<file path="src/common/eth_filter_cfg.svh">
`ifndef ETH_FILTER_CFG_SVH
`define ETH_FILTER_CFG_SVH

// datapath widths
`define ETH_DATA_W      64
`define ETH_KEEP_W      8
// flow table lookup
`define ETH_KEY_W       96
`define ETH_FLAG_W      4
// buffering
`define ETH_DELAY_DEPTH 8
`define ETH_FIFO_DEPTH  64
`define ETH_BEAT_CNT_W  10

// protocol constants
`define ETH_FTYPE_IP      16'h0800
`define IP_PROTO_UDP      8'd17
`define IP_PROTO_ICMP     8'd1
`define ICMP_DEST_UNREACH 8'd3
`define ICMP_PORT_UNREACH 8'd3
// debug server port, not the well-known 53
`define DNS_SERV_PORT     16'd12345

// lookup opcodes and reply status
`define OP_SUSPECT    4'b0011
`define OP_ARREST     4'b0101
`define STATUS_ARREST 2'b10

// beat positions of header fields, counted from 0
`define BEAT_FTYPE        1
`define BEAT_PROTO        2
`define BEAT_IP_ADDR      3
`define BEAT_L4_HDR       4
`define BEAT_DNS_PARAM    5
`define BEAT_SUSPECT_FLAG 6
`define BEAT_SUSPECT_REQ  7
`define BEAT_INNER_SRC_HI 6
`define BEAT_INNER_ADDR   7
`define BEAT_INNER_PORT   8
`define BEAT_INNER_PARAM  9
`define BEAT_FILTER_FLAG  10
`define BEAT_FILTER_REQ   11

`endif
</file>
<file path="src/common/eth_filter_pkg.sv">
`include "eth_filter_cfg.svh"

package eth_filter_pkg;

	// one receive or transmit beat
	typedef logic [`ETH_DATA_W-1:0] beat_data_t;
	// byte enables of a beat
	typedef logic [`ETH_KEEP_W-1:0] beat_keep_t;

	// src ip, dst ip, dst port, 16 zero bits
	typedef logic [`ETH_KEY_W-1:0] lookup_key_t;
	// lookup opcode, status in bits 2:1
	typedef logic [`ETH_FLAG_W-1:0] lookup_flag_t;

	// beat 4 of an ipv4 frame
	// byte 0 sits in bits 7:0, so 16-bit fields arrive byte-swapped
	typedef union packed {
		// udp header start
		struct packed {
			logic [15:0] rsvd;
			logic [15:0] dst_port_sw;
			logic [15:0] src_port_sw;
			logic [15:0] dst_ip_lo_sw;
		} udp;
		// icmp header start
		struct packed {
			logic [31:0] rsvd;
			logic [7:0]  icmp_code;
			logic [7:0]  icmp_type;
			logic [15:0] dst_ip_lo_sw;
		} icmp;
	} l4_beat_u;

endpackage

</file>
<file path="src/common/axis_beat_if.sv">
`timescale 1ns/1ns

interface axis_beat_if;
	import eth_filter_pkg::*;

	// delayed receive beat, no ready
	logic       valid;
	beat_data_t data;
	beat_keep_t keep;
	logic       last;

	// delay line side
	modport source (output valid, data, keep, last);
	// fifo side
	modport sink (input valid, data, keep, last);

endinterface

</file>
<file path="src/source/egress_fifo.sv">
`timescale 1ns/1ns
`include "eth_filter_cfg.svh"

module egress_fifo #(
	parameter int DEPTH = `ETH_FIFO_DEPTH
) (
	input  logic                       clk156,
	input  logic                       eth_rst,
	axis_beat_if.sink                  beat_in,
	input  logic                       tx_tready,
	output logic                       tx_tvalid,
	output eth_filter_pkg::beat_data_t tx_tdata,
	output eth_filter_pkg::beat_keep_t tx_tkeep,
	output logic                       tx_tlast
);
	import eth_filter_pkg::*;

	localparam int ADDR_W = $clog2(DEPTH);

	beat_data_t        mem_data [DEPTH];
	beat_keep_t        mem_keep [DEPTH];
	logic [DEPTH-1:0]  mem_last;
	// extra msb tells full from empty
	logic [ADDR_W:0]   wr_ptr;
	logic [ADDR_W:0]   rd_ptr;
	logic              fifo_empty;
	logic              fifo_full;
	logic              do_write;
	logic              do_read;

	assign fifo_empty = wr_ptr == rd_ptr;
	assign fifo_full  = wr_ptr[ADDR_W] != rd_ptr[ADDR_W] &&
		wr_ptr[ADDR_W-1:0] == rd_ptr[ADDR_W-1:0];
	// input cannot stall, overflow beats are lost
	assign do_write = beat_in.valid && !fifo_full;
	// refill output register when empty or taken
	assign do_read  = !fifo_empty && (!tx_tvalid || tx_tready);

	always_ff @(posedge clk156) begin
		if (eth_rst) begin
			wr_ptr    <= '0;
			rd_ptr    <= '0;
			tx_tvalid <= 1'b0;
		end else begin
			if (do_write)
				wr_ptr <= wr_ptr + 1'b1;
			if (do_read)
				rd_ptr <= rd_ptr + 1'b1;
			if (do_read)
				tx_tvalid <= 1'b1;
			else if (tx_tready)
				tx_tvalid <= 1'b0;
		end
	end

	// storage
	always_ff @(posedge clk156) begin
		if (do_write) begin
			mem_data[wr_ptr[ADDR_W-1:0]] <= beat_in.data;
			mem_keep[wr_ptr[ADDR_W-1:0]] <= beat_in.keep;
			mem_last[wr_ptr[ADDR_W-1:0]] <= beat_in.last;
		end
	end

	// registered head of queue
	always_ff @(posedge clk156) begin
		if (do_read) begin
			tx_tdata <= mem_data[rd_ptr[ADDR_W-1:0]];
			tx_tkeep <= mem_keep[rd_ptr[ADDR_W-1:0]];
			tx_tlast <= mem_last[rd_ptr[ADDR_W-1:0]];
		end
	end

endmodule

</file>
<file path="src/flat_wrapper.sv">
// flat-port wrapper written by rule: the top's interface ports become plain ports
module egress_fifo_flat import eth_filter_pkg::*;
#(
	parameter int DEPTH = `ETH_FIFO_DEPTH
)
  (clk156, eth_rst, tx_tready, tx_tvalid, tx_tdata, tx_tkeep, tx_tlast, beat_in_valid, beat_in_data, beat_in_keep, beat_in_last);
  axis_beat_if beat_in_i ();
  input  logic clk156;
  input  logic eth_rst;
  input  logic tx_tready;
  output logic tx_tvalid;
  output eth_filter_pkg::beat_data_t tx_tdata;
  output eth_filter_pkg::beat_keep_t tx_tkeep;
  output logic tx_tlast;
  input wire logic [$bits(beat_in_i.valid)-1:0] beat_in_valid;
  input wire logic [$bits(beat_in_i.data)-1:0] beat_in_data;
  input wire logic [$bits(beat_in_i.keep)-1:0] beat_in_keep;
  input wire logic [$bits(beat_in_i.last)-1:0] beat_in_last;
  assign beat_in_i.valid = beat_in_valid;
  assign beat_in_i.data = beat_in_data;
  assign beat_in_i.keep = beat_in_keep;
  assign beat_in_i.last = beat_in_last;
  egress_fifo #(.DEPTH(DEPTH)) u_core (.clk156(clk156), .eth_rst(eth_rst), .beat_in(beat_in_i), .tx_tready(tx_tready), .tx_tvalid(tx_tvalid), .tx_tdata(tx_tdata), .tx_tkeep(tx_tkeep), .tx_tlast(tx_tlast));
endmodule
</file>
<file path="config.mk">
export PLATFORM = sky130hd
export DESIGN_NAME = egress_fifo_flat
export DESIGN_NICKNAME = d
export VERILOG_FILES = /design/src/common/eth_filter_pkg.sv /design/src/common/axis_beat_if.sv /design/src/source/egress_fifo.sv /design/src/flat_wrapper.sv
export VERILOG_INCLUDE_DIRS = /design/src /design/src/common
export SDC_FILE = /design/constraint.sdc
export NUM_CORES = 2
export LEC_CHECK = 0
export ABC_AREA = 0
export BUFFER_PORTS_ARGS = -buffer_cell sky130_fd_sc_hd__buf_2
export CAP_MARGIN = 0
export CORE_MARGIN = 10
export CORE_UTILIZATION = 30
export CTS_BUF_LIST = sky130_fd_sc_hd__clkbuf_4 sky130_fd_sc_hd__clkbuf_8 sky130_fd_sc_hd__clkbuf_16
export DETAILED_ROUTE_END_ITERATION = 12
export PLACE_DENSITY_LB_ADDON = 0.1
export RECOVER_POWER = 100
export SETUP_SLACK_MARGIN = 0.02
export SYNTH_ARGS = -nofsm -noshare
export SYNTH_HDL_FRONTEND = slang
export SYNTH_MEMORY_MAX_BITS = 65536
export SYNTH_SLANG_ARGS = --single-unit
</file>
<file path="constraint.sdc">
create_clock -name clk156 -period 17.75 [get_ports clk156]
set_clock_uncertainty 0.1 [all_clocks]
set_input_delay 2.6625 -clock clk156 [delete_from_list [all_inputs] [get_ports clk156]]
set_output_delay 2.6625 -clock clk156 [all_outputs]
set_load 0.1 [all_outputs]
</file>
==> summary.md <==
| Metric | Value |
|---|---|
| Status | `finished, violations left` |
| Failing checks | `max-capacitance violations, max-slew violations` |
| Synth Area in Adders | `0.000139` |
| Multi-input gate area | `0.0358 mm^2` |
| Post-Synthesis Net Count | `7945` |
| Tot GR Track Use | `0.184` |
| CP cell instances | `clkbuf_1 > inv_1 > a31o_1 > or4_1 > nor2_1 > clkbuf_1` |
| Pwr Density | `137 mW/mm^2` |
| Critical Path Source Type | `input port` |
| Top cell type's share of synthesized area | `0.789` |
| Crit share post-route | `0.674` |
| # fillers | `55900` |
| Cells after Synth | `7866` |
| Total core area | `0.599 mm^2` |
| Commonest non-fill, non-tap cell in the layout | `edfxtp_1` |
| PnR worst setup slack | `5.79 ns` |
| Reg area | `0.143 mm^2` |
| Final #Nets | `8475` |
| R2R setup slack | `5.82 ns` |
| VDD IR max | `0.115 mV` |
| Mux cell area share after synthesis | `0.156` |
| EDFF count, synth | `4745` |
| Worst-path fanout max | `57` |
| Clk sinks | `4760` |
| Post-Route WL | `602 mm` |
| Router iterations before antenna repair | `6` |
| Complex-gate fraction of the synthesized area | `0.0325` |
| Area growth syn-to-layout | `15.1%` |
| Avg Inst Size Synth | `23.0 um^2` |
| Die Width | `796 um` |
| Final GP Congestion | `0.742` |
| First-pass GRT wire length | `809 mm` |
| Inserted Clock Buffers | `533` |
| Synth Register Bits | `4760` |
| Initial DRC count | `9254` |
| Post-synth top area cell | `edfxtp_1` |
| Synth cell types | `52` |
| Cell Rows | `284` |
| CP Capture Type | `flop` |
| Initial antenna violation count | `74` |
| Clock slew at reported path FFs | `0.05 ns` |
| HPWL after DPL | `341 mm` |
| Synth Area in Simple Gates | `0.00716` |
| CP Class | `in -> reg` |
| Relative slew slack | `-4.86` |
| Initial Util | `0.301` |
| Commonest cells after routing, fill and taps aside | `edfxtp_1, mux4_2, clkbuf_16` |
| DRT antenna net count | `0` |
| Pre-CTS setup slack | `10.65 ns` |
| Crit path DAT | `12.24 ns` |
| Die ar. | `0.633 mm^2` |
| Maximum operating frequency | `0.0836 GHz` |
| Primary FF master, synth | `edfxtp_1` |
| Combinational family with the most area after synthesis | `multiplexers` |
| Residual DRC | `0` |
| Post-CTS setup buffer count | `0` |
| Avg Vias per Cell | `5.20` |
| CTS tree | `yes` |
| Max-capacitance violation count | `256` |
| Worst Hold Class | `reg -> reg` |
| Post-cts hold buffer count | `0` |
| Io pins | `151` |
| Leakage | `61.2 nW` |
| Ys async rst share | `0` |
| H-tree levels | `6` |
| Period minus WS final | `11.96 ns` |
| Port bufs | `150` |
| Vias in the first global route | `89900` |
| Worst skew pair latency | `1.06 ns` |
| Register area share after synthesis | `0.791` |
| Post-CTS sizing | `0` |
| Top cells by area, synth | `edfxtp_1, mux4_2, mux2i_1, o221ai_1, buf_2` |
| XOR/XNOR Fraction of Synth Area | `0.000679` |
| WP data required | `18.02 ns` |
| Via count | `87500` |
| Wirelength per Cell | `35.8 um` |
| Total congestion overflow | `0` |
| TNS Setup | `0 ns` |
| Final hold violations | `0` |
| Slew @ Worst Pin | `8.80 ns` |
| Share of layout cells above drive strength 1 | `0.239` |
| Max clock buf depth | `4` |
| Crit-path most repeated cell | `clkbuf_1` |
| RSZ-0062 raised after global routing | `false` |
| Warnings, synthesis | `0` |
| Crit path buffers/inverters | `3` |
| Max-slew violations | `10100` |
| Setup Viol. Count Final | `0` |
| Critical path's slowest cell | `clkbuf_1` |
| Worst path max stage delay | `6.08 ns` |
| CTS root buffer | `clkbuf_16` |
| Pin count of the biggest net entering global routing | `74` |
| Chip height | `796 um` |
| CP delay by family, top | `buffers and inverters` |
| Synth Cell Area | `0.181 mm^2` |
## final cells by class
| class | count | share of cell area |
|---|---|---|
| diodes | 22 | 0.000265 |
| clock buffers | 680 | 0.0708 |
| clock inverters | 263 | 0.00991 |
| inverters | 8 | 0.000151 |
| multi-input cells | 2623 | 0.172 |
| flip-flops and latches | 4760 | 0.687 |
| well taps | 8008 | 0.0482 |
| repair buffers | 470 | 0.0111 |
## worst paths after layout
check,start,endpoint,depth (start not counted)
max,beat_in_valid,u_core.mem_data[40][47],6
min,u_core.wr_ptr[6],u_core.wr_ptr[6],2
max reg2reg,u_core.rd_ptr[3],u_core.mem_data[40][47],7
min reg2reg,u_core.wr_ptr[6],u_core.wr_ptr[6],2
## Yosys cell counts, types with 2 or more instances
cell type	count
a211oi_1	108
a21oi_1	72
a221oi_1	68
a22o_1	59
a22oi_1	59
a311oi_1	2
a31oi_1	20
and2_1	4
buf_1	28
buf_2	194
buf_4	36
buf_6	13
clkbuf_1	202
dfxtp_1	15
edfxtp_1	4745
ha_1	2
inv_1	7
mux2_2	83
mux2i_1	480
mux4_2	997
nand2_1	11
nand2b_1	4
nand3_1	10
nand3b_1	6
nand4_1	2
nor2_1	121
nor2b_1	61
nor3_1	24
o21ai_0	51
o221ai_1	171
o22a_1	49
o22ai_1	111
o31ai_1	10
or2_2	4
or3_1	3
or3b_2	2
or4_1	4
or4b_1	2
xnor2_1	5
xor2_1	9
## worst register-to-register path: cells and delay by family, from the launching register on
family / cells / cell delay (ns)
AO/OA/AOI/OAI: 1 / 0.34
XOR/XNOR: 1 / 0.22
buffers and inverters: 2 / 6.28
flip-flops: 1 / 1.59
AND/OR/NAND/NOR: 3 / 2.38
## power by group
group | switching, mW | internal, mW
clock network | 4.50 | 6.17
logic | 3.19 | 1.84
registers | 0.216 | 12.6
## kinds of logic (layout without fill, tap and decap cells)
kind of cell	count (synthesis)	in the layout
AO/OA/AOI/OAI	786	786
adder cells (fa/ha/maj)	2	2
other	0	22
AND/OR/NAND/NOR	261	261
XOR/XNOR	14	14
multiplexers	1560	1560
flip-flops	4760	4760
buffers and inverters	483	1421
## per-layer routing
layer | track usage | routed length, um
met4 | 0.0317 | 10700
met5 | 0 | 0
met1 | 0.259 | 265000
met2 | 0.310 | 295000
met3 | 0.0240 | 31500
## sequential cells by signal, summed over array words and instances (netlist names)
signal            count
u_core.mem_data    4096
u_core.mem_keep     512
u_core.mem_last      64
u_core.rd_ptr         7
u_core.tx_tdata      64
u_core.tx_tkeep       8
u_core.tx_tlast       1
u_core.tx_tvalid      1
u_core.wr_ptr         7
## per-stage QoR
| stage | hold WS [ns] | utilization | area, um^2 | std cells | power [mW] |
|---|---|---|---|---|---|
| floorplan | 0.443 | - | 181000 | 7866 | 16.4 |
| detailed placement | 0.476 | 0.321 | 192000 | 15900 | 18.2 |
| global route | 0.500 | 0.347 | 208000 | 16800 | 29.6 |
| CTS | 0.487 | 0.349 | 209000 | 16800 | 28.9 |
| finish | 0.489 | 0.347 | 208000 | 16800 | 28.5 |
| global placement | 0.464 | 0.321 | 192000 | 15900 | 18.2 |
No activity file was read; power rests on OpenSTA's default activity.
