===== src/common/eth_filter_cfg.svh =====
`ifndef ETH_FILTER_CFG_SVH
`define ETH_FILTER_CFG_SVH

// datapath widths
`define ETH_DATA_W      64
`define ETH_KEEP_W      8
// flow table lookup
`define ETH_KEY_W       96
`define ETH_FLAG_W      4
// buffering
`define ETH_DELAY_DEPTH 8
`define ETH_FIFO_DEPTH  64
`define ETH_BEAT_CNT_W  10

// protocol constants
`define ETH_FTYPE_IP      16'h0800
`define IP_PROTO_UDP      8'd17
`define IP_PROTO_ICMP     8'd1
`define ICMP_DEST_UNREACH 8'd3
`define ICMP_PORT_UNREACH 8'd3
// debug server port, not the well-known 53
`define DNS_SERV_PORT     16'd12345

// lookup opcodes and reply status
`define OP_SUSPECT    4'b0011
`define OP_ARREST     4'b0101
`define STATUS_ARREST 2'b10

// beat positions of header fields, counted from 0
`define BEAT_FTYPE        1
`define BEAT_PROTO        2
`define BEAT_IP_ADDR      3
`define BEAT_L4_HDR       4
`define BEAT_DNS_PARAM    5
`define BEAT_SUSPECT_FLAG 6
`define BEAT_SUSPECT_REQ  7
`define BEAT_INNER_SRC_HI 6
`define BEAT_INNER_ADDR   7
`define BEAT_INNER_PORT   8
`define BEAT_INNER_PARAM  9
`define BEAT_FILTER_FLAG  10
`define BEAT_FILTER_REQ   11

`endif

===== src/common/eth_filter_pkg.sv =====
`include "eth_filter_cfg.svh"

package eth_filter_pkg;

	// one receive or transmit beat
	typedef logic [`ETH_DATA_W-1:0] beat_data_t;
	// byte enables of a beat
	typedef logic [`ETH_KEEP_W-1:0] beat_keep_t;

	// src ip, dst ip, dst port, 16 zero bits
	typedef logic [`ETH_KEY_W-1:0] lookup_key_t;
	// lookup opcode, status in bits 2:1
	typedef logic [`ETH_FLAG_W-1:0] lookup_flag_t;

	// beat 4 of an ipv4 frame
	// byte 0 sits in bits 7:0, so 16-bit fields arrive byte-swapped
	typedef union packed {
		// udp header start
		struct packed {
			logic [15:0] rsvd;
			logic [15:0] dst_port_sw;
			logic [15:0] src_port_sw;
			logic [15:0] dst_ip_lo_sw;
		} udp;
		// icmp header start
		struct packed {
			logic [31:0] rsvd;
			logic [7:0]  icmp_code;
			logic [7:0]  icmp_type;
			logic [15:0] dst_ip_lo_sw;
		} icmp;
	} l4_beat_u;

endpackage


===== src/common/axis_beat_if.sv =====
`timescale 1ns/1ns

interface axis_beat_if;
	import eth_filter_pkg::*;

	// delayed receive beat, no ready
	logic       valid;
	beat_data_t data;
	beat_keep_t keep;
	logic       last;

	// delay line side
	modport source (output valid, data, keep, last);
	// fifo side
	modport sink (input valid, data, keep, last);

endinterface


===== src/source/frame_delay_line.sv =====
`timescale 1ns/1ns
`include "eth_filter_cfg.svh"

module frame_delay_line (
	input  logic                       clk156,
	input  logic                       eth_rst,
	input  logic                       rx_tvalid,
	input  eth_filter_pkg::beat_data_t rx_tdata,
	input  eth_filter_pkg::beat_keep_t rx_tkeep,
	input  logic                       rx_tlast,
	input  logic                       frame_drop,
	axis_beat_if.source                beat_out
);
	import eth_filter_pkg::*;

	localparam int LAST_STG = `ETH_DELAY_DEPTH - 1;

	logic [LAST_STG:0] stg_valid;
	logic [LAST_STG:0] stg_last;
	beat_data_t        stg_data [`ETH_DELAY_DEPTH];
	beat_keep_t        stg_keep [`ETH_DELAY_DEPTH];

	// free-running shift, no stall
	always_ff @(posedge clk156) begin
		if (eth_rst) begin
			stg_valid <= '0;
			stg_last  <= '0;
			for (int i = 0; i <= LAST_STG; i++) begin
				stg_data[i] <= '0;
				stg_keep[i] <= '0;
			end
		end else begin
			// stage 0 always takes the input
			stg_valid[0] <= rx_tvalid;
			stg_data[0]  <= rx_tdata;
			stg_keep[0]  <= rx_tkeep;
			stg_last[0]  <= rx_tlast;
			for (int i = 1; i <= LAST_STG; i++) begin
				// dropped frame leaves as bubbles
				stg_valid[i] <= frame_drop ? 1'b0 : stg_valid[i-1];
				stg_data[i]  <= frame_drop ? '0 : stg_data[i-1];
				stg_keep[i]  <= frame_drop ? '0 : stg_keep[i-1];
				stg_last[i]  <= frame_drop ? 1'b0 : stg_last[i-1];
			end
		end
	end

	assign beat_out.valid = stg_valid[LAST_STG];
	assign beat_out.data  = stg_data[LAST_STG];
	assign beat_out.keep  = stg_keep[LAST_STG];
	assign beat_out.last  = stg_last[LAST_STG];

endmodule


===== src/flat_wrapper.sv =====
// flat-port wrapper written by rule: the top's interface ports become plain ports
module frame_delay_line_flat import eth_filter_pkg::*;
  (clk156, eth_rst, rx_tvalid, rx_tdata, rx_tkeep, rx_tlast, frame_drop, beat_out_valid, beat_out_data, beat_out_keep, beat_out_last);
  axis_beat_if beat_out_i ();
  input  logic clk156;
  input  logic eth_rst;
  input  logic rx_tvalid;
  input  eth_filter_pkg::beat_data_t rx_tdata;
  input  eth_filter_pkg::beat_keep_t rx_tkeep;
  input  logic rx_tlast;
  input  logic frame_drop;
  output wire logic [$bits(beat_out_i.valid)-1:0] beat_out_valid;
  output wire logic [$bits(beat_out_i.data)-1:0] beat_out_data;
  output wire logic [$bits(beat_out_i.keep)-1:0] beat_out_keep;
  output wire logic [$bits(beat_out_i.last)-1:0] beat_out_last;
  assign beat_out_valid = beat_out_i.valid;
  assign beat_out_data = beat_out_i.data;
  assign beat_out_keep = beat_out_i.keep;
  assign beat_out_last = beat_out_i.last;
  frame_delay_line u_core (.clk156(clk156), .eth_rst(eth_rst), .rx_tvalid(rx_tvalid), .rx_tdata(rx_tdata), .rx_tkeep(rx_tkeep), .rx_tlast(rx_tlast), .frame_drop(frame_drop), .beat_out(beat_out_i));
endmodule

===== config.mk =====
export PLATFORM = sky130hd
export DESIGN_NAME = frame_delay_line_flat
export DESIGN_NICKNAME = d
export VERILOG_FILES = /design/src/common/eth_filter_pkg.sv /design/src/common/axis_beat_if.sv /design/src/source/frame_delay_line.sv /design/src/flat_wrapper.sv
export VERILOG_INCLUDE_DIRS = /design/src /design/src/common
export SDC_FILE = /design/constraint.sdc
export NUM_CORES = 1
export LEC_CHECK = 0
export BUFFER_PORTS_ARGS = -buffer_cell sky130_fd_sc_hd__buf_2
export CAP_MARGIN = 15
export CELL_PAD_IN_SITES_DETAIL_PLACEMENT = 0
export CELL_PAD_IN_SITES_GLOBAL_PLACEMENT = 1
export CORE_UTILIZATION = 50
export CTS_CLUSTER_SIZE = 28
export DETAILED_ROUTE_END_ITERATION = 7
export PLACE_DENSITY_LB_ADDON = 0.1
export SYNTH_ARGS = -nofsm -noshare
export SYNTH_HDL_FRONTEND = slang
export SYNTH_SLANG_ARGS = --single-unit
export TNS_END_PERCENT = 20

===== constraint.sdc =====
create_clock -name clk156 -period 1.01 [get_ports clk156]
set_input_delay 0.202 -clock clk156 [delete_from_list [all_inputs] [get_ports clk156]]
set_output_delay 0.202 -clock clk156 [all_outputs]
set_load 0.005 [all_outputs]

==> results_dict.tcl, run 1 <==
set metrics [dict create \
    placed_cell_area_um2 21800 \
    worst-path-max-fanout 1 \
    leakage_uw 0.00890 \
    place_ws_ps -64.8 \
    required_ps 810 \
    ios 151 \
    hpwlAfterDp_um 16600 \
    finalCriticalPeriod_ps 1260 \
    fin_area_um2 24500 \
    skew_ps 4.99 \
    setup_viol 74 \
    core_um2 39700 \
    n_fill_cell 3106 \
    synth_top_area_cell "dfxtp_1" \
    root_buffer "clkbuf_16" \
    cpPeakStageDelay_ps 360 \
    critPathCaptureType "output port" \
    port_buffers 150 \
    chipWidth_um 203 \
    fin_crit_sh_pct 125 \
    layout_commonest_cell "dfxtp_1" \
    layout_common_cells "dfxtp_1, nor3b_2, buf_2" \
    p_total_uw 46900 \
    area_delta_synth_final_pct 21.6 \
    syn_inst 1380 \
    drt_wl_total_um 27900 \
    crit_type "flop to output port" \
    dp_cells 1970 \
    relSlewSlack_pct 80.3 \
    cp_top_family "flip-flops" \
    start_util_pct 50.7 \
    worstMarginPinSlew_ps 296 \
    powerDensity_nw_per_um2 1920 \
    critPathLaunchType "flop" \
    grt_overflow 0 \
    ys_warn_count 0 \
    cts_tree "done" \
    htreeDepth 2 \
    fmax_ghz 0.791 \
    grt_setup_unrepaired "true" \
    ys_seq_area_share_pct 58.9 \
    r2r_slack_ps 390 \
    wl_per_cell_um 13.0 \
    antenna_found_initial 4 \
    vias_per_cell 4.46 \
    synth_top_area_share_pct 58.9 \
    cts.sinks 592 \
    status "finished, violations left" \
    peakVddDrop_mv 1.25 \
    netlist_area_um2 20100 \
    drt_iter0_drc 243 \
    synth_seq_cells 592 \
    die_area_um2 41100 \
    dr.pass1.iters 6 \
    insertion_delay_ps 580 \
    maxCapViolations 0 \
    drc 4 \
    grt_usage_pct 13.9 \
    violations "design-rule violations, negative setup slack" \
    cpMaxStageDelayCell "dfxtp_2" \
    crit_chain "buf_2" \
    rows 73 \
    layout-drive-gt1-share_pct 55.0 \
    slew_violations 0 \
    first_global_vias 9724 \
    cts_buffers 58 \
    critPathArrivalTime_ps 1060 \
    cp_num_buf_inv 1 \
    syn_area_per_cell_um2 14.6 \
    synthesis.nets 1457 \
    setup_slack_ps -254 \
    vias 9619 \
    fin_nets 1657 \
    grt_pass1_wl_um 47500 \
    grt_max_degree 41 \
    synth_cell_types 7 \
    instances_no_fill 2155 \
    die_y_um 203 \
    cts.reportedPaths.clkPinSlew_ps 60 \
    hold_path_class "input port to flop" \
    ant_nets 0 \
    place_congestion 0.686 \
    synth.top_cells.by_area "dfxtp_1, nor3b_2, buf_4" \
    cts.path.max_buffers 3 \
    hold_violations 0 \
]
-- area by class of cell --
cell class,instances,area (µm²),share of cell area (%)
Antenna cell,4,10.0,0.0409
Sequential cell,592,11900,48.5
Tap cell,525,657,2.68
Clock inverter,10,75.1,0.307
Timing Repair Buffer,336,3080,12.6
Clock buffer,96,1840,7.51
Multi-Input combinational cell,592,6940,28.4
-- timing repair --
action	in CTS	in global routing
hold endpoints to repair	76	0
setup endpoints to repair	74	74
setup buffers	0	0
hold buffers	75	0
gates resized for setup	20	10
-- kinds of logic after synthesis --
logic type             share of synthesized area [%]
and+or+nand+nor                                 34.5
buffers and inverters                           6.66
DFF                                             58.9
-- power by group --
group          switching (µW)  internal [µW]
registers                53.6          23600
logic                    1280           1120
clock network            8270          12600
-- final timing paths --
path	cells past startpoint	endpoint	start
hold reg to reg	1	u_core.stg_data[0][406]	u_core.stg_data[0][342]
hold / removal	3	u_core.stg_data[0][48]	eth_rst
setup reg to reg	1	u_core.stg_data[0][497]	u_core.stg_data[0][433]
setup / recovery	1	beat_out_data[50]	u_core.stg_data[0][498]
-- flip-flops by register name, indices dropped and copies added (netlist names) --
register          count
u_core.stg_data     512
u_core.stg_valid      8
u_core.stg_keep      64
u_core.stg_last       8
-- metrics by stage --
step	util, %	setup TNS (ps)	hold slack (ps)
detailed placement	54.8	-4810	418
global placement	54.8	-2940	410
floorplan	-	0	330
global route	61.6	-17490	83.4
finish	61.6	-13710	92.7
CTS	61.6	-17450	55.2
-- Yosys cell counts (all sizes together) --
library cell    n
buf           195
clkbuf          1
dfxtp         592
nor2b          74
nor3b         518
-- metal layers --
| metal | up-vias | routed length [µm] | global-route usage [%] |
|---|---|---|---|
| met1 | 4486 | 13200 | 18.6 |
| met5 | - | 0 | 0 |
| met3 | 65 | 1080 | 3.15 |
| li1 | 4932 | - | - |
| met2 | 136 | 12700 | 21.1 |
| met4 | 0 | 905 | 6.71 |
Note: power is estimated with default switching activity, not from simulation.
==> run 2, diff against run 1 <==
- BUFFER_PORTS_ARGS: -buffer_cell sky130_fd_sc_hd__buf_2 -> default
- CELL_PAD_IN_SITES_DETAIL_PLACEMENT: 0 -> default
- CELL_PAD_IN_SITES_GLOBAL_PLACEMENT: 1 -> default
- CORE_MARGIN: default -> 2
- CORE_UTILIZATION: 50 -> 55
- DONT_BUFFER_PORTS: default -> 1
- PLACE_DENSITY: default -> 0.7
- PLACE_DENSITY_LB_ADDON: 0.1 -> default
==> results_dict.tcl, run 2 (same netlist as run 1, synthesis figures left out) <==
set metrics [dict create \
    worst-path-max-fanout 518 \
    cts-hold-fix-buffers 111 \
    fmax_ghz 0.449 \
    cts.reportedPaths.clkPinSlew_ps 60 \
    hpwlAfterDp_um 10700 \
    fin_nets 1431 \
    layout_common_cells "nor3b_2, dfxtp_1, dlygate4sd3_1" \
    worstMarginPinSlew_ps 3420 \
    fin_area_um2 22400 \
    violations "negative hold slack, max-slew violations, negative setup slack" \
    powerDensity_nw_per_um2 1990 \
    insertion_delay_ps 580 \
    crit_type "input port to flop" \
    die_y_um 195 \
    ant_nets 0 \
    critPathLaunchType "input port" \
    status "finished, violations left" \
    leakage_uw 0.00760 \
    instances_no_fill 1869 \
    final_core_util_pct 61.7 \
    dp_cells 1652 \
    critPathCaptureType "flop" \
    n_fill_cell 2671 \
    rows 70 \
    root_buffer "clkbuf_16" \
    critPathArrivalTime_ps 2640 \
    hold_violations 81 \
    crit_chain "nor3b_2" \
    top_register "u_core.stg_data" \
    drt_iter0_drc 416 \
    die_area_um2 38200 \
    relSlewSlack_pct -128 \
    placed_cell_area_um2 19400 \
    cp_top_family "simple AND/OR/NAND/NOR gates" \
    drc 0 \
    cpMaxStageDelayCell "nor3b_2" \
    maxCapViolations 0 \
    port_buffers 0 \
    first_global_vias 8561 \
    place_ws_ps 361 \
    cp_num_buf_inv 0 \
    drt_wl_total_um 25600 \
    vias_per_cell 4.71 \
    grt_usage_pct 13.3 \
    antenna_found_initial 1 \
    peakVddDrop_mv 1.44 \
    p_total_uw 44600 \
    grt_overflow 0 \
    skew_ps 8.35 \
    area_delta_synth_final_pct 11.3 \
    core_um2 36300 \
    place_congestion 0.682 \
    setup_viol 502 \
    largest_reg_flops 512 \
    cts_buffers 57 \
    cts.path.max_buffers 3 \
    wl_per_cell_um 13.7 \
    htreeDepth 2 \
    fin_crit_sh_pct 220 \
    slew_violations 556 \
    layout-drive-gt1-share_pct 48.1 \
    cpPeakStageDelay_ps 930 \
    grt_max_degree 593 \
    start_util_pct 55.4 \
    ios 151 \
    dr.pass1.iters 4 \
    setup_slack_ps -1220 \
    grt_setup_unrepaired "true" \
    finalCriticalPeriod_ps 2230 \
    cts.sinks 592 \
    cts_tree "done" \
    vias 8800 \
    hold_path_class "input port to flop" \
    whs_ps -305 \
    top_regs "u_core.stg_data: 512 flops, u_core.stg_keep: 64 flops" \
    grt_pass1_wl_um 42700 \
    required_ps 1430 \
    chipWidth_um 195 \
]
[run 2: cell count changes in the layout (fill, tap and decap cells not counted), moves of 3 or more]
cell / change
clkbuf_1: +7
buf_12: -56
diode_2: -3
buf_4: -55
clkinvlp_4: +3
dfxtp_1: -48
clkinv_2: -6
buf_2: -144
dlygate4sd3_1: +36
clkbuf_8: -5
buf_6: -4
dfxtp_2: +48
[run 2: per-layer routing]
metal / GRT usage (%) / share of wire, %
met5: 0 / 0
met4: 6.36 / 2.8
met3: 3.40 / 4.4
met2: 19.6 / 45
met1: 18.3 / 48
[run 2: report_power, final]
part           switching, µW  total [µW]  leakage [µW]  internal, µW
clock network           8290       20200      0.000884         12000
logic                    126         652       0.00189           526
registers               56.5       23700       0.00483         23600
total                   8470       44600       0.00760         36100
[run 2: layout make-up]
class	instances	area [µm²]	share of cell area (%)
clock buffer	96	1750	7.79
multi-input combinational	592	6940	31.0
timing repair buffer	111	1110	4.96
sequential	592	11900	53.3
antenna	1	2.50	0.0112
tap	468	586	2.61
clock inverter	9	85.1	0.380
[run 2: what timing repair did]
item	CTS	global route
buffers inserted	0	0
endpoints found under the hold margin	592	518
gates resized for setup	74	0
setup endpoints to repair	74	74
[run 2: per-stage QoR]
stage                     setup TNS (ps)  hold WS, ps
after floorplan                        0          330
after global placement                 0          332
after detailed placement               0          312
after CTS                         -11050         -335
after global routing              -10910         -354
final                            -303740         -305
[run 2: worst paths after layout]
| check | startpoint | cells past startpoint | end | slack, ps |
|---|---|---|---|---|
| min | eth_rst | 1 | u_core.stg_data[0][126] | -300 |
| max | frame_drop | 1 | u_core.stg_data[0][457] | -1220 |
| max reg2reg | u_core.stg_data[0][38] | 1 | u_core.stg_data[0][102] | 290 |
| min reg2reg | u_core.stg_valid[5] | 1 | u_core.stg_valid[6] | 460 |
==> run 3, diff against run 2 <==
- SETUP_SLACK_MARGIN: default -> 0.05
==> results_dict.tcl, run 3 (same netlist as run 1, synthesis figures left out) <==
set metrics [dict create \
    drt_iter0_drc 463 \
    worstHoldStart "eth_rst" \
    largest_reg_flops 512 \
    fin_nets 1430 \
    layout_common_cells "nor3b_2, dfxtp_1, dlygate4sd3_1" \
    antenna_found_initial 1 \
    n_fill_cell 2667 \
    peakVddDrop_mv 1.44 \
    final_core_util_pct 61.7 \
    postCtsSetupBuffers 0 \
    vias 8756 \
    vias_per_cell 4.69 \
    required_ps 1440 \
    die_area_um2 38200 \
    cp_num_buf_inv 0 \
    cts.reportedPaths.clkPinSlew_ps 60 \
    grt_max_degree 593 \
    hold_violations 94 \
    worstMarginPinSlew_ps 3320 \
    skew_ps 9.46 \
    dr.pass1.iters 4 \
    area_delta_synth_final_pct 11.4 \
    ant_nets 0 \
    cp_top_family "simple AND/OR/NAND/NOR gates" \
    place_ws_ps 361 \
    fmax_ghz 0.492 \
    worst-path-max-fanout 518 \
    top_regs "u_core.stg_data: 512 flops, u_core.stg_keep: 64 flops" \
    cpPeakStageDelay_ps 810 \
    critPathArrivalTime_ps 2460 \
    drc 0 \
    multi_input_area_um2 6940 \
    regArea_um2 11900 \
    insertion_delay_ps 590 \
    cts-hold-fix-buffers 110 \
    critPathCaptureType "flop" \
    cts_tree "done" \
    placed_cell_area_um2 19400 \
    crit_chain "nor3b_2" \
    cts_buffers 57 \
    htreeDepth 2 \
    whs_ps -306 \
    min_path_cells 1 \
    leakage_uw 0.00773 \
    crit_type "input port to flop" \
    cts.path.max_buffers 3 \
    r2r-start "u_core.stg_data[0][38]" \
    maxCapViolations 0 \
    relSlewSlack_pct -122 \
    grt_pass1_wl_um 42600 \
    grt_setup_unrepaired "true" \
    grt_usage_pct 13.3 \
    setup_viol 447 \
    violations "negative hold slack, max-slew violations, negative setup slack" \
    slew_violations 387 \
    hold_path_class "input port to flop" \
    start_util_pct 55.4 \
    hpwlAfterDp_um 10700 \
    core_um2 36300 \
    finalCriticalPeriod_ps 2030 \
    layout-drive-gt1-share_pct 48.1 \
    instances_no_fill 1868 \
    reg2reg_to "u_core.stg_data[0][102]" \
    dp_cells 1652 \
    r2r_slack_ps 300 \
    die_y_um 195 \
    fin_crit_sh_pct 201 \
    drt_wl_total_um 25700 \
    powerDensity_nw_per_um2 1990 \
    cts.sinks 592 \
    rows 70 \
    place_congestion 0.682 \
    hold_end "u_core.stg_data[0][126]" \
    critPathLaunchType "input port" \
    fin_area_um2 22400 \
    r2r_cells 1 \
    first_global_vias 8552 \
    top_register "u_core.stg_data" \
    port_buffers 0 \
    setup_slack_ps -1020 \
    ios 151 \
    root_buffer "clkbuf_16" \
    status "finished, violations left" \
    grt_overflow 0 \
    chipWidth_um 195 \
    wl_per_cell_um 13.7 \
    cpMaxStageDelayCell "nor3b_2" \
]
==> run 3: worst max path at each step <==
stage,start,to,depth (start not counted)
after CTS,u_core.stg_data[0][460],beat_out_data[12],0
after global routing,u_core.stg_data[0][461],beat_out_data[13],0
after floorplan,frame_drop,u_core.stg_data[0][495],5
after detailed placement,eth_rst,u_core.stg_data[0][355],1
final,frame_drop,u_core.stg_data[0][448],1
after global placement,eth_rst,u_core.stg_data[0][49],1
==> run 3: layout make-up <==
| class | count | area share, % |
|---|---|---|
| multi-input combinational | 592 | 31.0 |
| timing repair buffer | 110 | 5.03 |
| tap | 468 | 2.61 |
| clock buffer | 96 | 7.78 |
| sequential | 592 | 53.2 |
| clock inverter | 9 | 0.379 |
| antenna | 1 | 0.0112 |
==> run 3: metrics by stage <==
stage               TNS (ps)  total power [µW]  hold slack, ps
global route          -10910             46300            -354
CTS                   -11050             45300            -335
detailed placement         0             24500             312
global placement           0             24500             332
finish               -253290             44600            -306
floorplan                  0             25600             330
==> run 3: metal layers <==
layer / vias to the layer above / global-route usage, % / part of all wire (%)
li1: 4467 / - / -
met1: 4086 / 18.3 / 48
met2: 139 / 19.6 / 45
met3: 64 / 3.40 / 4.5
met4: 0 / 6.36 / 2.9
met5: - / 0 / 0
==> run 3: repair_timing <==
action / in CTS / in global routing
resized for setup: 74 / 11
hold endpoints to repair: 592 / 519
endpoints found under the setup margin: 74 / 85
==> run 3: power by group <==
| part | internal (µW) | leakage (µW) | switching [µW] |
|---|---|---|---|
| sequential | 23600 | 0.00483 | 57.1 |
| clock | 12000 | 0.000884 | 8310 |
| combinational | 532 | 0.00201 | 127 |
