<file path="config.mk">
export PLATFORM = sky130hd
export DESIGN_NAME = dns_reflect_parser
export DESIGN_NICKNAME = d
export VERILOG_FILES = /design/src/common/eth_filter_pkg.sv /design/src/parser/dns_reflect_parser.sv
export VERILOG_INCLUDE_DIRS = /design/src /design/src/common
export SDC_FILE = /design/constraint.sdc
export NUM_CORES = 1
export LEC_CHECK = 0
export BUFFER_PORTS_ARGS = -buffer_cell sky130_fd_sc_hd__buf_2
export CAP_MARGIN = 20
export CORE_ASPECT_RATIO = 2
export CORE_MARGIN = 3
export CORE_UTILIZATION = 60
export DETAILED_ROUTE_END_ITERATION = 6
export GPL_TIMING_DRIVEN = 0
export PLACE_DENSITY = 0.89
export SLEW_MARGIN = 20
export SYNTH_ARGS = -nofsm -noshare
export SYNTH_HDL_FRONTEND = slang
export SYNTH_SLANG_ARGS = --single-unit
</file>
<file path="constraint.sdc">
create_clock -name clk156 -period 11.1 [get_ports clk156]
set_input_delay 2.22 -clock clk156 [delete_from_list [all_inputs] [get_ports clk156]]
set_output_delay 2.22 -clock clk156 [all_outputs]
set_load 0.005 [all_outputs]
</file>
<file path="src/common/eth_filter_cfg.svh">
`ifndef ETH_FILTER_CFG_SVH
`define ETH_FILTER_CFG_SVH

// datapath widths
`define ETH_DATA_W      64
`define ETH_KEEP_W      8
// flow table lookup
`define ETH_KEY_W       96
`define ETH_FLAG_W      4
// buffering
`define ETH_DELAY_DEPTH 8
`define ETH_FIFO_DEPTH  64
`define ETH_BEAT_CNT_W  10

// protocol constants
`define ETH_FTYPE_IP      16'h0800
`define IP_PROTO_UDP      8'd17
`define IP_PROTO_ICMP     8'd1
`define ICMP_DEST_UNREACH 8'd3
`define ICMP_PORT_UNREACH 8'd3
// debug server port, not the well-known 53
`define DNS_SERV_PORT     16'd12345

// lookup opcodes and reply status
`define OP_SUSPECT    4'b0011
`define OP_ARREST     4'b0101
`define STATUS_ARREST 2'b10

// beat positions of header fields, counted from 0
`define BEAT_FTYPE        1
`define BEAT_PROTO        2
`define BEAT_IP_ADDR      3
`define BEAT_L4_HDR       4
`define BEAT_DNS_PARAM    5
`define BEAT_SUSPECT_FLAG 6
`define BEAT_SUSPECT_REQ  7
`define BEAT_INNER_SRC_HI 6
`define BEAT_INNER_ADDR   7
`define BEAT_INNER_PORT   8
`define BEAT_INNER_PARAM  9
`define BEAT_FILTER_FLAG  10
`define BEAT_FILTER_REQ   11

`endif
</file>
<file path="src/common/eth_filter_pkg.sv">
`include "eth_filter_cfg.svh"

package eth_filter_pkg;

	// one receive or transmit beat
	typedef logic [`ETH_DATA_W-1:0] beat_data_t;
	// byte enables of a beat
	typedef logic [`ETH_KEEP_W-1:0] beat_keep_t;

	// src ip, dst ip, dst port, 16 zero bits
	typedef logic [`ETH_KEY_W-1:0] lookup_key_t;
	// lookup opcode, status in bits 2:1
	typedef logic [`ETH_FLAG_W-1:0] lookup_flag_t;

	// beat 4 of an ipv4 frame
	// byte 0 sits in bits 7:0, so 16-bit fields arrive byte-swapped
	typedef union packed {
		// udp header start
		struct packed {
			logic [15:0] rsvd;
			logic [15:0] dst_port_sw;
			logic [15:0] src_port_sw;
			logic [15:0] dst_ip_lo_sw;
		} udp;
		// icmp header start
		struct packed {
			logic [31:0] rsvd;
			logic [7:0]  icmp_code;
			logic [7:0]  icmp_type;
			logic [15:0] dst_ip_lo_sw;
		} icmp;
	} l4_beat_u;

endpackage

</file>
<file path="src/parser/dns_reflect_parser.sv">
`timescale 1ns/1ns
`include "eth_filter_cfg.svh"

module dns_reflect_parser (
	input  logic                         clk156,
	input  logic                         eth_rst,
	input  logic                         rx_tvalid,
	input  eth_filter_pkg::beat_data_t   rx_tdata,
	input  logic                         rx_tlast,
	input  logic                         out_valid,
	input  eth_filter_pkg::lookup_flag_t out_flag,
	output eth_filter_pkg::lookup_key_t  in_key,
	output eth_filter_pkg::lookup_flag_t in_flag,
	output logic                         in_valid,
	output logic                         frame_drop
);
	import eth_filter_pkg::*;

	// valid beats seen in this frame
	logic [`ETH_BEAT_CNT_W-1:0] beat_idx;
	// outer fields that steer the mode decode
	logic [15:0]  rx_ftype;
	logic [7:0]   rx_ip_proto;
	logic [15:0]  rx_src_uport;
	logic [7:0]   rx_icmp_type;
	logic [7:0]   rx_icmp_code;
	// outer key and dns parameter word
	logic [31:0]  rx_src_ip;
	logic [31:0]  rx_dst_ip;
	logic [15:0]  rx_dst_uport;
	logic [15:0]  suspect_parm_dns;
	// header quoted inside the icmp payload
	logic [31:0]  filter_src_ip;
	logic [31:0]  filter_dst_ip;
	logic [15:0]  filter_dst_udp;
	logic [15:0]  filter_parm_dns;
	lookup_flag_t db_op;
	logic         verdict;
	l4_beat_u     l4_beat;
	logic         is_ipv4_udp;
	logic         is_ipv4_icmp;
	logic         suspect_mode;
	logic         filter_mode;
	logic         arrest_reply;

	// wire byte order to big-endian value
	function automatic logic [15:0] swap16(input logic [15:0] w);
		return {w[7:0], w[15:8]};
	endfunction

	assign l4_beat = rx_tdata;

	assign is_ipv4_udp  = rx_ftype == `ETH_FTYPE_IP && rx_ip_proto == `IP_PROTO_UDP;
	assign is_ipv4_icmp = rx_ftype == `ETH_FTYPE_IP && rx_ip_proto == `IP_PROTO_ICMP;
	// response from our dns server
	assign suspect_mode = is_ipv4_udp && rx_src_uport == `DNS_SERV_PORT;
	// port unreachable coming back for a reflected response
	assign filter_mode  = is_ipv4_icmp && rx_icmp_type == `ICMP_DEST_UNREACH &&
		rx_icmp_code == `ICMP_PORT_UNREACH;

	assign arrest_reply = out_valid && out_flag[2:1] == `STATUS_ARREST;

	// beat counter, mode fields, opcode, verdict
	always_ff @(posedge clk156) begin
		if (eth_rst) begin
			beat_idx     <= '0;
			rx_ftype     <= '0;
			rx_ip_proto  <= '0;
			rx_src_uport <= '0;
			rx_icmp_type <= '0;
			rx_icmp_code <= '0;
			db_op        <= '0;
			verdict      <= 1'b0;
		end else begin
			if (arrest_reply)
				verdict <= 1'b1;
			if (rx_tvalid) begin
				// saturate on oversized frames
				if (rx_tlast)
					beat_idx <= '0;
				else if (beat_idx != '1)
					beat_idx <= beat_idx + 1'b1;
				if (beat_idx == '0) begin
					rx_ftype     <= '0;
					rx_ip_proto  <= '0;
					rx_src_uport <= '0;
					rx_icmp_type <= '0;
					rx_icmp_code <= '0;
					db_op        <= '0;
					// new frame wins over a late reply
					verdict      <= 1'b0;
				end
				if (beat_idx == `BEAT_FTYPE)
					rx_ftype <= swap16(rx_tdata[47:32]);
				if (beat_idx == `BEAT_PROTO)
					rx_ip_proto <= rx_tdata[63:56];
				if (beat_idx == `BEAT_L4_HDR) begin
					if (is_ipv4_udp) begin
						rx_src_uport <= swap16(l4_beat.udp.src_port_sw);
					end else if (is_ipv4_icmp) begin
						rx_icmp_type <= l4_beat.icmp.icmp_type;
						rx_icmp_code <= l4_beat.icmp.icmp_code;
					end
				end
				// only dns responses get flagged
				if (suspect_mode && suspect_parm_dns[0] && beat_idx == `BEAT_SUSPECT_FLAG)
					db_op <= `OP_SUSPECT;
				if (filter_mode && filter_parm_dns[0] && beat_idx == `BEAT_FILTER_FLAG)
					db_op <= `OP_ARREST;
			end
		end
	end

	// key fields and dns parameter words
	always_ff @(posedge clk156) begin
		if (rx_tvalid) begin
			if (beat_idx == '0) begin
				rx_src_ip        <= '0;
				rx_dst_ip        <= '0;
				rx_dst_uport     <= '0;
				suspect_parm_dns <= '0;
				filter_src_ip    <= '0;
				filter_dst_ip    <= '0;
				filter_dst_udp   <= '0;
				filter_parm_dns  <= '0;
			end
			if (beat_idx == `BEAT_IP_ADDR) begin
				rx_src_ip        <= {swap16(rx_tdata[31:16]), swap16(rx_tdata[47:32])};
				rx_dst_ip[31:16] <= swap16(rx_tdata[63:48]);
			end
			if (beat_idx == `BEAT_L4_HDR) begin
				rx_dst_ip[15:0] <= swap16(l4_beat.udp.dst_ip_lo_sw);
				if (is_ipv4_udp)
					rx_dst_uport <= swap16(l4_beat.udp.dst_port_sw);
			end
			// dns flags word after the query id
			if (suspect_mode && beat_idx == `BEAT_DNS_PARAM)
				suspect_parm_dns <= swap16(rx_tdata[47:32]);
			// inner ip addresses straddle beats 6 and 7
			if (filter_mode && beat_idx == `BEAT_INNER_SRC_HI)
				filter_src_ip[31:16] <= swap16(rx_tdata[63:48]);
			if (filter_mode && beat_idx == `BEAT_INNER_ADDR) begin
				filter_src_ip[15:0] <= swap16(rx_tdata[15:0]);
				filter_dst_ip       <= {swap16(rx_tdata[31:16]), swap16(rx_tdata[47:32])};
			end
			if (filter_mode && beat_idx == `BEAT_INNER_PORT)
				filter_dst_udp <= swap16(rx_tdata[15:0]);
			if (filter_mode && beat_idx == `BEAT_INNER_PARAM)
				filter_parm_dns <= swap16(rx_tdata[15:0]);
		end
	end

	// request goes out once all key fields are in
	assign in_valid = rx_tvalid &&
		((suspect_mode && beat_idx == `BEAT_SUSPECT_REQ) ||
		 (filter_mode && beat_idx == `BEAT_FILTER_REQ));
	assign in_flag  = db_op;
	assign in_key   = suspect_mode ? {rx_src_ip, rx_dst_ip, rx_dst_uport, 16'd0} :
		filter_mode ? {filter_src_ip, filter_dst_ip, filter_dst_udp, 16'd0} : '0;

	// wipe the delay line from the reply cycle on
	assign frame_drop = verdict || arrest_reply;

endmodule

</file>
==> results.py, run 1 <==
metrics = {
    "floorplan": {
        "initial_core_util": 0.614,
        "die_y_um": 189,
        "row_count": 66,
        "core_um2": 16400,
        "die_x_um": 97.5,
        "die_area_um2": 18400,
        "io_pins": 175,
    },
    "finish": {
        "nets": 1116,
        "final.fill_count": 1122,
        "final-seq-area_um2": 6270,
        "drive_gt1_frac": 0.224,
        "multi_input_area_um2": 3520,
        "syn2layout_area_growth_pct": 18.9,
    },
    "timing": {
        "slew_violations": 0,
        "fmax_mhz": 172,
        "slew_headroom": 0.318,
        "hold_viol": 0,
        "rsz0062_at_grt": "false",
        "clock-skew-final_ns": 0.0110,
        "tightest_slew_ns": 1.01,
        "finalSetupViolCount": 0,
        "period_needed_ns": 5.82,
        "fin_crit_sh": 0.525,
        "finalSetupTns_ns": 0,
        "worst_slack_ns": 5.28,
    },
    "route": {
        "wl_per_cell_um": 22.5,
        "vias": 7768,
        "vias_per_cell": 6.18,
        "wirelength_um": 28200,
        "dr.pass1.iters": 5,
        "initialDrtViolationCount": 748,
        "detail_route.drc_violations": 0,
        "antenna_left": 0,
    },
    "global_route": {
        "overflow": 0,
        "grt_pass1_vias": 7657,
        "grt_max_degree": 24,
        "grtUsageTotal": 0.301,
        "grt_antenna_before_repair": 1,
        "grt_pass1_wl_um": 42700,
    },
    "worst_hold_path": {
        "hp-start": "rx_src_uport[4]",
        "min_path_cells": 2,
        "min_to": "rx_src_uport[4]",
        "hp-class": "flop to flop",
    },
    "synth": {
        "avgSynthCellArea_um2": 11.9,
        "synth_cell_types": 53,
        "ys_warn_count": 0,
        "synth_edf_count": 162,
        "synthCells": 841,
        "ys_seq_area_frac": 0.624,
        "synth_flop_cell": "edfxtp_1",
        "synth_seq_cells": 232,
        "netlist_top_cells_count": "edfxtp_1 (162), and2_1 (147), a22o_1 (95)",
        "synth_area_leader_cell": "edfxtp_1",
        "async_flop_share": 0,
        "synthTopCellsByArea": "edfxtp_1 (48%), dfxtp_1 (14%), and2_1 (9.2%)",
        "synth_most_common_cell": "edfxtp_1",
        "netlist_area_um2": 10000,
        "synth_top_area_frac": 0.484,
    },
    "worst_setup_path": {
        "crit_path_end_kind": "primary output",
        "r2r-end": "suspect_parm_dns[0]",
        "crit_fanout": 10,
        "cpMostUsedCell": "clkbuf_1",
        "cp.arrival_ns": 3.60,
        "rr_startpoint": "rx_ftype[9]",
        "slowest_delay_ns": 0.57,
        "cp.required_ns": 8.88,
        "start_kind": "flop",
        "cpMaxStageDelayCell": "clkbuf_1",
        "ff2ff_path_depth": 7,
        "cp_cell_sequence": "nor4b_2 -> nand4_2 -> nor3_1 -> clkbuf_1 -> clkbuf_1 -> nand2_1 -> a21oi_1 -> buf_2",
        "crit_start": "rx_ftype[9]",
        "reg2reg_slack_ns": 7.95,
        "critPathKind": "flop to primary output",
    },
    "run_status": {
        "status": "finished, final reports clean",
    },
    "clocking": {
        "cts_buffers": 19,
        "holdBufCountCts": 0,
        "htree_levels": 1,
        "clk_pin_slew_ns": 0.07,
        "cts_resized": 0,
        "postCtsSetupBuffers": 0,
        "clkLatencyLatePin_ns": 0.49,
        "cts_root_buffer": "clkbuf_16",
        "cts_tree": "yes",
        "cts.sinks": 232,
        "clock_path_buffers": 3,
    },
    "pwr": {
        "p_leak_nw": 4.70,
        "powerDensity_nw_per_um2": 147,
        "ir_drop_mv": 0.144,
    },
    "placement": {
        "place_congestion": 0.892,
        "io_buffers": 155,
        "place_ws_ns": 5.48,
        "hpwl_um": 20300,
    },
    "run": {
        "maxCapViolations": 0,
    },
}
[cells by family (layout without fill, tap and decap cells)]
family,Yosys count,count (layout),share of synthesized area
fa+ha+maj,4,4,0.00498
xor+xnor,5,5,0.00436
simple gates,349,349,0.201
flops,232,232,0.624
mux,1,1,0.000997
other cells,1,18,0.000373
compound gates,172,172,0.127
buf+inv,77,271,0.0370
[worst max path at each step]
stage,end,slack [ns],cells past startpoint
3_3_place_gp,filter_dst_ip[21],2.32,4
6_report,in_valid,5.28,8
4_1_cts,in_key[92],5.34,6
3_5_place_dp,in_valid,5.48,5
5_1_grt,in_valid,5.17,8
2_1_floorplan,filter_dst_ip[0],4.67,3
[metrics by stage]
stage                      util  hold WS, ns  area (um2)  instances  total power [mW]
after global placement    0.681        0.447       11100       1216              1.09
after CTS                 0.730        0.463       11900       1255              1.76
final                     0.730        0.463       11900       1256              1.76
after floorplan               -        0.438       10100        857              1.04
after detailed placement  0.692        0.456       11300       1222              1.10
after global routing      0.730        0.489       11900       1256              1.81
[state kept, by name (all words and copies together), names as in the netlist]
| register | cells |
|---|---|
| filter_dst_ip | 32 |
| filter_src_ip | 32 |
| rx_dst_ip | 32 |
| rx_src_ip | 32 |
| filter_dst_udp | 16 |
| rx_dst_uport | 16 |
| rx_ftype | 16 |
| rx_src_uport | 16 |
| beat_idx | 10 |
| rx_icmp_code | 8 |
| rx_icmp_type | 8 |
| rx_ip_proto | 8 |
| in_flag | 3 |
| filter_parm_dns | 1 |
| suspect_parm_dns | 1 |
| verdict | 1 |
[layout by cell type (no fill, tap or decap), types with 6 or more instances in the layout]
cell type | synthesis | routed
edfxtp_1 | 162 | 162
and4_1 | 6 | 6
and2_1 | 147 | 147
dfxtp_1 | 70 | 70
buf_4 | 18 | 19
buf_2 | 1 | 156
a22o_1 | 95 | 95
clkbuf_16 | 0 | 20
conb_1 | 1 | 17
nor4_1 | 6 | 6
a21oi_1 | 31 | 30
a22oi_1 | 16 | 16
clkbuf_1 | 47 | 50
nand3_1 | 40 | 40
o21ai_0 | 21 | 19
nand2_1 | 67 | 67
nor2_1 | 31 | 31
[power by group]
| part | switching (mW) | total [mW] | internal (mW) |
|---|---|---|---|
| Combinational | 0.0717 | 0.106 | 0.0340 |
| Clock | 0.302 | 0.671 | 0.370 |
| Sequential | 0.0149 | 0.982 | 0.968 |
[metal layers]
layer / wire (um) / part of all wire / global-route usage
met5: 0 / 0 / 0
met4: 1970 / 0.070 / 0.175
met3: 2170 / 0.077 / 0.0347
met2: 15000 / 0.53 / 0.551
met1: 9060 / 0.32 / 0.330
[final cells by class]
cell class                      instances  area share
Sequential cell                       232       0.525
Tap cell                              204      0.0214
Antenna cell                            1    0.000210
Clock buffer                           25      0.0452
Buffer                                 73      0.0299
Timing Repair Buffer                  161      0.0761
Multi-Input combinational cell        548       0.295
Inverter                                4     0.00126
Clock inverter                          8     0.00681
[worst max-delay path: cells and delay by family, from the launching register on]
family / cells / cell delay [ns]
buffers and inverters: 3 / 1.27
AO/OA/AOI/OAI: 1 / 0.21
flip-flops: 1 / 0.34
AND/OR/NAND/NOR: 4 / 1.30
(Power assumes the default switching activity.)
==> inputs of run 2 (changes only) <==
--- a/config.mk
+++ b/config.mk
@@ -10,10 +10,10 @@
 export CAP_MARGIN = 20
 export CORE_ASPECT_RATIO = 2
 export CORE_MARGIN = 3
-export CORE_UTILIZATION = 60
+export CORE_UTILIZATION = 56
 export DETAILED_ROUTE_END_ITERATION = 6
 export GPL_TIMING_DRIVEN = 0
-export PLACE_DENSITY = 0.89
+export PLACE_DENSITY = 0.84
 export SLEW_MARGIN = 20
 export SYNTH_ARGS = -nofsm -noshare
 export SYNTH_HDL_FRONTEND = slang
==> constraint.sdc (replaced) <==
create_clock -name clk156 -period 5.7 [get_ports clk156]
set_input_delay 1.14 -clock clk156 [delete_from_list [all_inputs] [get_ports clk156]]
set_output_delay 1.14 -clock clk156 [all_outputs]
set_load 0.005 [all_outputs]
==> run 2 against run 1 <==
- utilization down 4.4 points
- global-route usage shrank 2.1 points
- wire length decreased by 0.84%
- worst setup slack got worse by 4.3 ns
- critical path depth down 2
- critical endpoint is now in_key[80]
- hold slack gained 0.0076 ns
- clock skew is 0.0099 ns higher
- sequential cell count did not move
- largest power group unchanged
- first-iteration DRC count down 13%
- via count shrank 1.7%
- register-to-register slack got worse by 6.0 ns
- largest cell class unchanged
- non-clock buffer count increased by 1
==> results.py, run 2 (same netlist as run 1, synthesis figures left out) <==
metrics = {
    "timing": {
        "fmax_mhz": 212,
        "tightest_slew_ns": 1.15,
        "period_needed_ns": 4.71,
        "rsz0062_at_grt": "false",
        "fin_crit_sh": 0.827,
        "hold_ws_ns": 0.470,
        "hold_viol": 0,
        "slew_headroom": 0.230,
        "clock-skew-final_ns": 0.0208,
        "slew_violations": 0,
        "finalSetupViolCount": 0,
    },
    "global_route": {
        "grtUsageTotal": 0.280,
        "overflow": 0,
        "grt_max_degree": 22,
        "grt_pass1_vias": 7648,
        "grt_pass1_wl_um": 42100,
        "grt_antenna_before_repair": 1,
    },
    "floorplan": {
        "die_y_um": 195,
        "io_pins": 175,
        "row_count": 68,
        "die_area_um2": 19700,
        "core_um2": 17400,
        "initial_core_util": 0.576,
        "die_x_um": 101,
    },
    "clocking": {
        "cts_resized": 0,
        "cts_buffers": 20,
        "clkLatencyLatePin_ns": 0.50,
        "clk_pin_slew_ns": 0.07,
        "cts_root_buffer": "clkbuf_16",
        "htree_levels": 1,
        "cts_tree": "yes",
        "holdBufCountCts": 0,
        "clock_path_buffers": 3,
        "cts.sinks": 232,
        "postCtsSetupBuffers": 0,
    },
    "finish": {
        "nets": 1118,
        "drive_gt1_frac": 0.225,
        "mostFrequentLayoutCell": "edfxtp_1",
        "syn2layout_area_growth_pct": 19.2,
        "final_cell_mix": "edfxtp_1 (162), buf_2 (156), and2_1 (147)",
        "final.fill_count": 1231,
    },
    "worst_setup_path": {
        "cpMaxStageDelayCell": "nor4_2",
        "slowest_delay_ns": 1.04,
        "cp_num_buf_inv": 2,
        "crit_fanout": 10,
        "critPathTopFamily": "simple AND/OR/NAND/NOR gates",
        "ff2ff_path_depth": 7,
        "rr_startpoint": "rx_ftype[3]",
        "r2r-end": "filter_src_ip[12]",
        "cp.required_ns": 4.56,
        "start_kind": "flop",
        "reg2reg_slack_ns": 1.96,
        "critPathKind": "flop to primary output",
        "crit_path_end_kind": "primary output",
        "cp.arrival_ns": 3.57,
        "cp_cell_sequence": "nor4_1 -> nand4_2 -> nor4_2 -> clkbuf_1 -> a22o_1 -> buf_2",
    },
    "placement": {
        "hpwl_um": 20700,
        "place_congestion": 0.873,
        "io_buffers": 155,
    },
    "pwr": {
        "p_leak_nw": 4.73,
        "ir_drop_mv": 0.269,
        "powerDensity_nw_per_um2": 292,
        "power.total_mw": 3.50,
    },
    "worst_hold_path": {
        "min_to": "rx_src_uport[8]",
        "hp-class": "flop to flop",
        "min_path_cells": 2,
        "hp-start": "rx_src_uport[8]",
    },
    "run": {
        "maxCapViolations": 0,
    },
    "run_status": {
        "status": "finished, final reports clean",
    },
    "route": {
        "dr.pass1.iters": 5,
        "detail_route.drc_violations": 0,
        "vias": 7634,
        "vias_per_cell": 6.03,
        "wirelength_um": 28000,
        "antenna_left": 0,
        "wl_per_cell_um": 22.1,
        "initialDrtViolationCount": 648,
    },
}
==> run 2: cell type report <==
class | instances | area (um2) | share of cell area
Timing Repair Buffer | 162 | 907 | 0.0757
Clock inverter | 9 | 92.6 | 0.00773
Antenna cell | 1 | 2.50 | 0.000209
Clock buffer | 26 | 564 | 0.0471
Inverter | 4 | 15.0 | 0.00125
Multi-Input combinational cell | 548 | 3510 | 0.293
Tap cell | 210 | 263 | 0.0219
Buffer | 73 | 357 | 0.0298
Sequential cell | 232 | 6270 | 0.523
==> run 2: how the worst max path moves through the flow <==
stage	end	cells past startpoint	start	slack, ns
global route	in_valid	8	rx_ip_proto[7]	0.92
detailed placement	in_key[80]	6	rx_ftype[3]	1.60
floorplan	filter_dst_ip[0]	5	rx_ftype[3]	0.21
finish	in_key[80]	6	rx_ftype[3]	0.99
global placement	filter_dst_ip[21]	5	rx_ftype[3]	-2.10
CTS	in_key[16]	7	rx_ftype[3]	1.06
==> run 2: stage by stage <==
stage,utilization,instances,setup WS [ns],cell area (um2),setup TNS [ns]
detailed placement,0.649,1229,1.60,11300,0
floorplan,-,857,0.214,10100,0
global route,0.687,1265,0.916,12000,0
CTS,0.686,1264,1.06,12000,0
finish,0.687,1265,0.987,12000,0
global placement,0.639,1222,-2.10,11100,-137.14
==> run 2: tightest hold or removal path: cells and delay by family, from the launching register on <==
| family | cells | cell delay (ns) |
|---|---|---|
| DFF | 1 | 0.31 |
| and+or+nand+nor | 1 | 0.06 |
| AOI/OAI and AO/OA | 1 | 0.05 |
==> run 2: power by group <==
group,leakage [nW],switching (mW),internal (mW)
sequential,2.18,0.0280,1.88
combinational,2.22,0.138,0.0656
clock,0.328,0.598,0.789
==> run 2: layer usage <==
layer  GRT usage  wire [um]  share of wire  vias to the layer above
met2       0.504      14800           0.53                      409
met4       0.160       1800          0.064                        0
met1       0.309       9270           0.33                     3686
li1            -          -              -                     3451
met3      0.0318       2050          0.073                       88
met5           0          0              0                        -
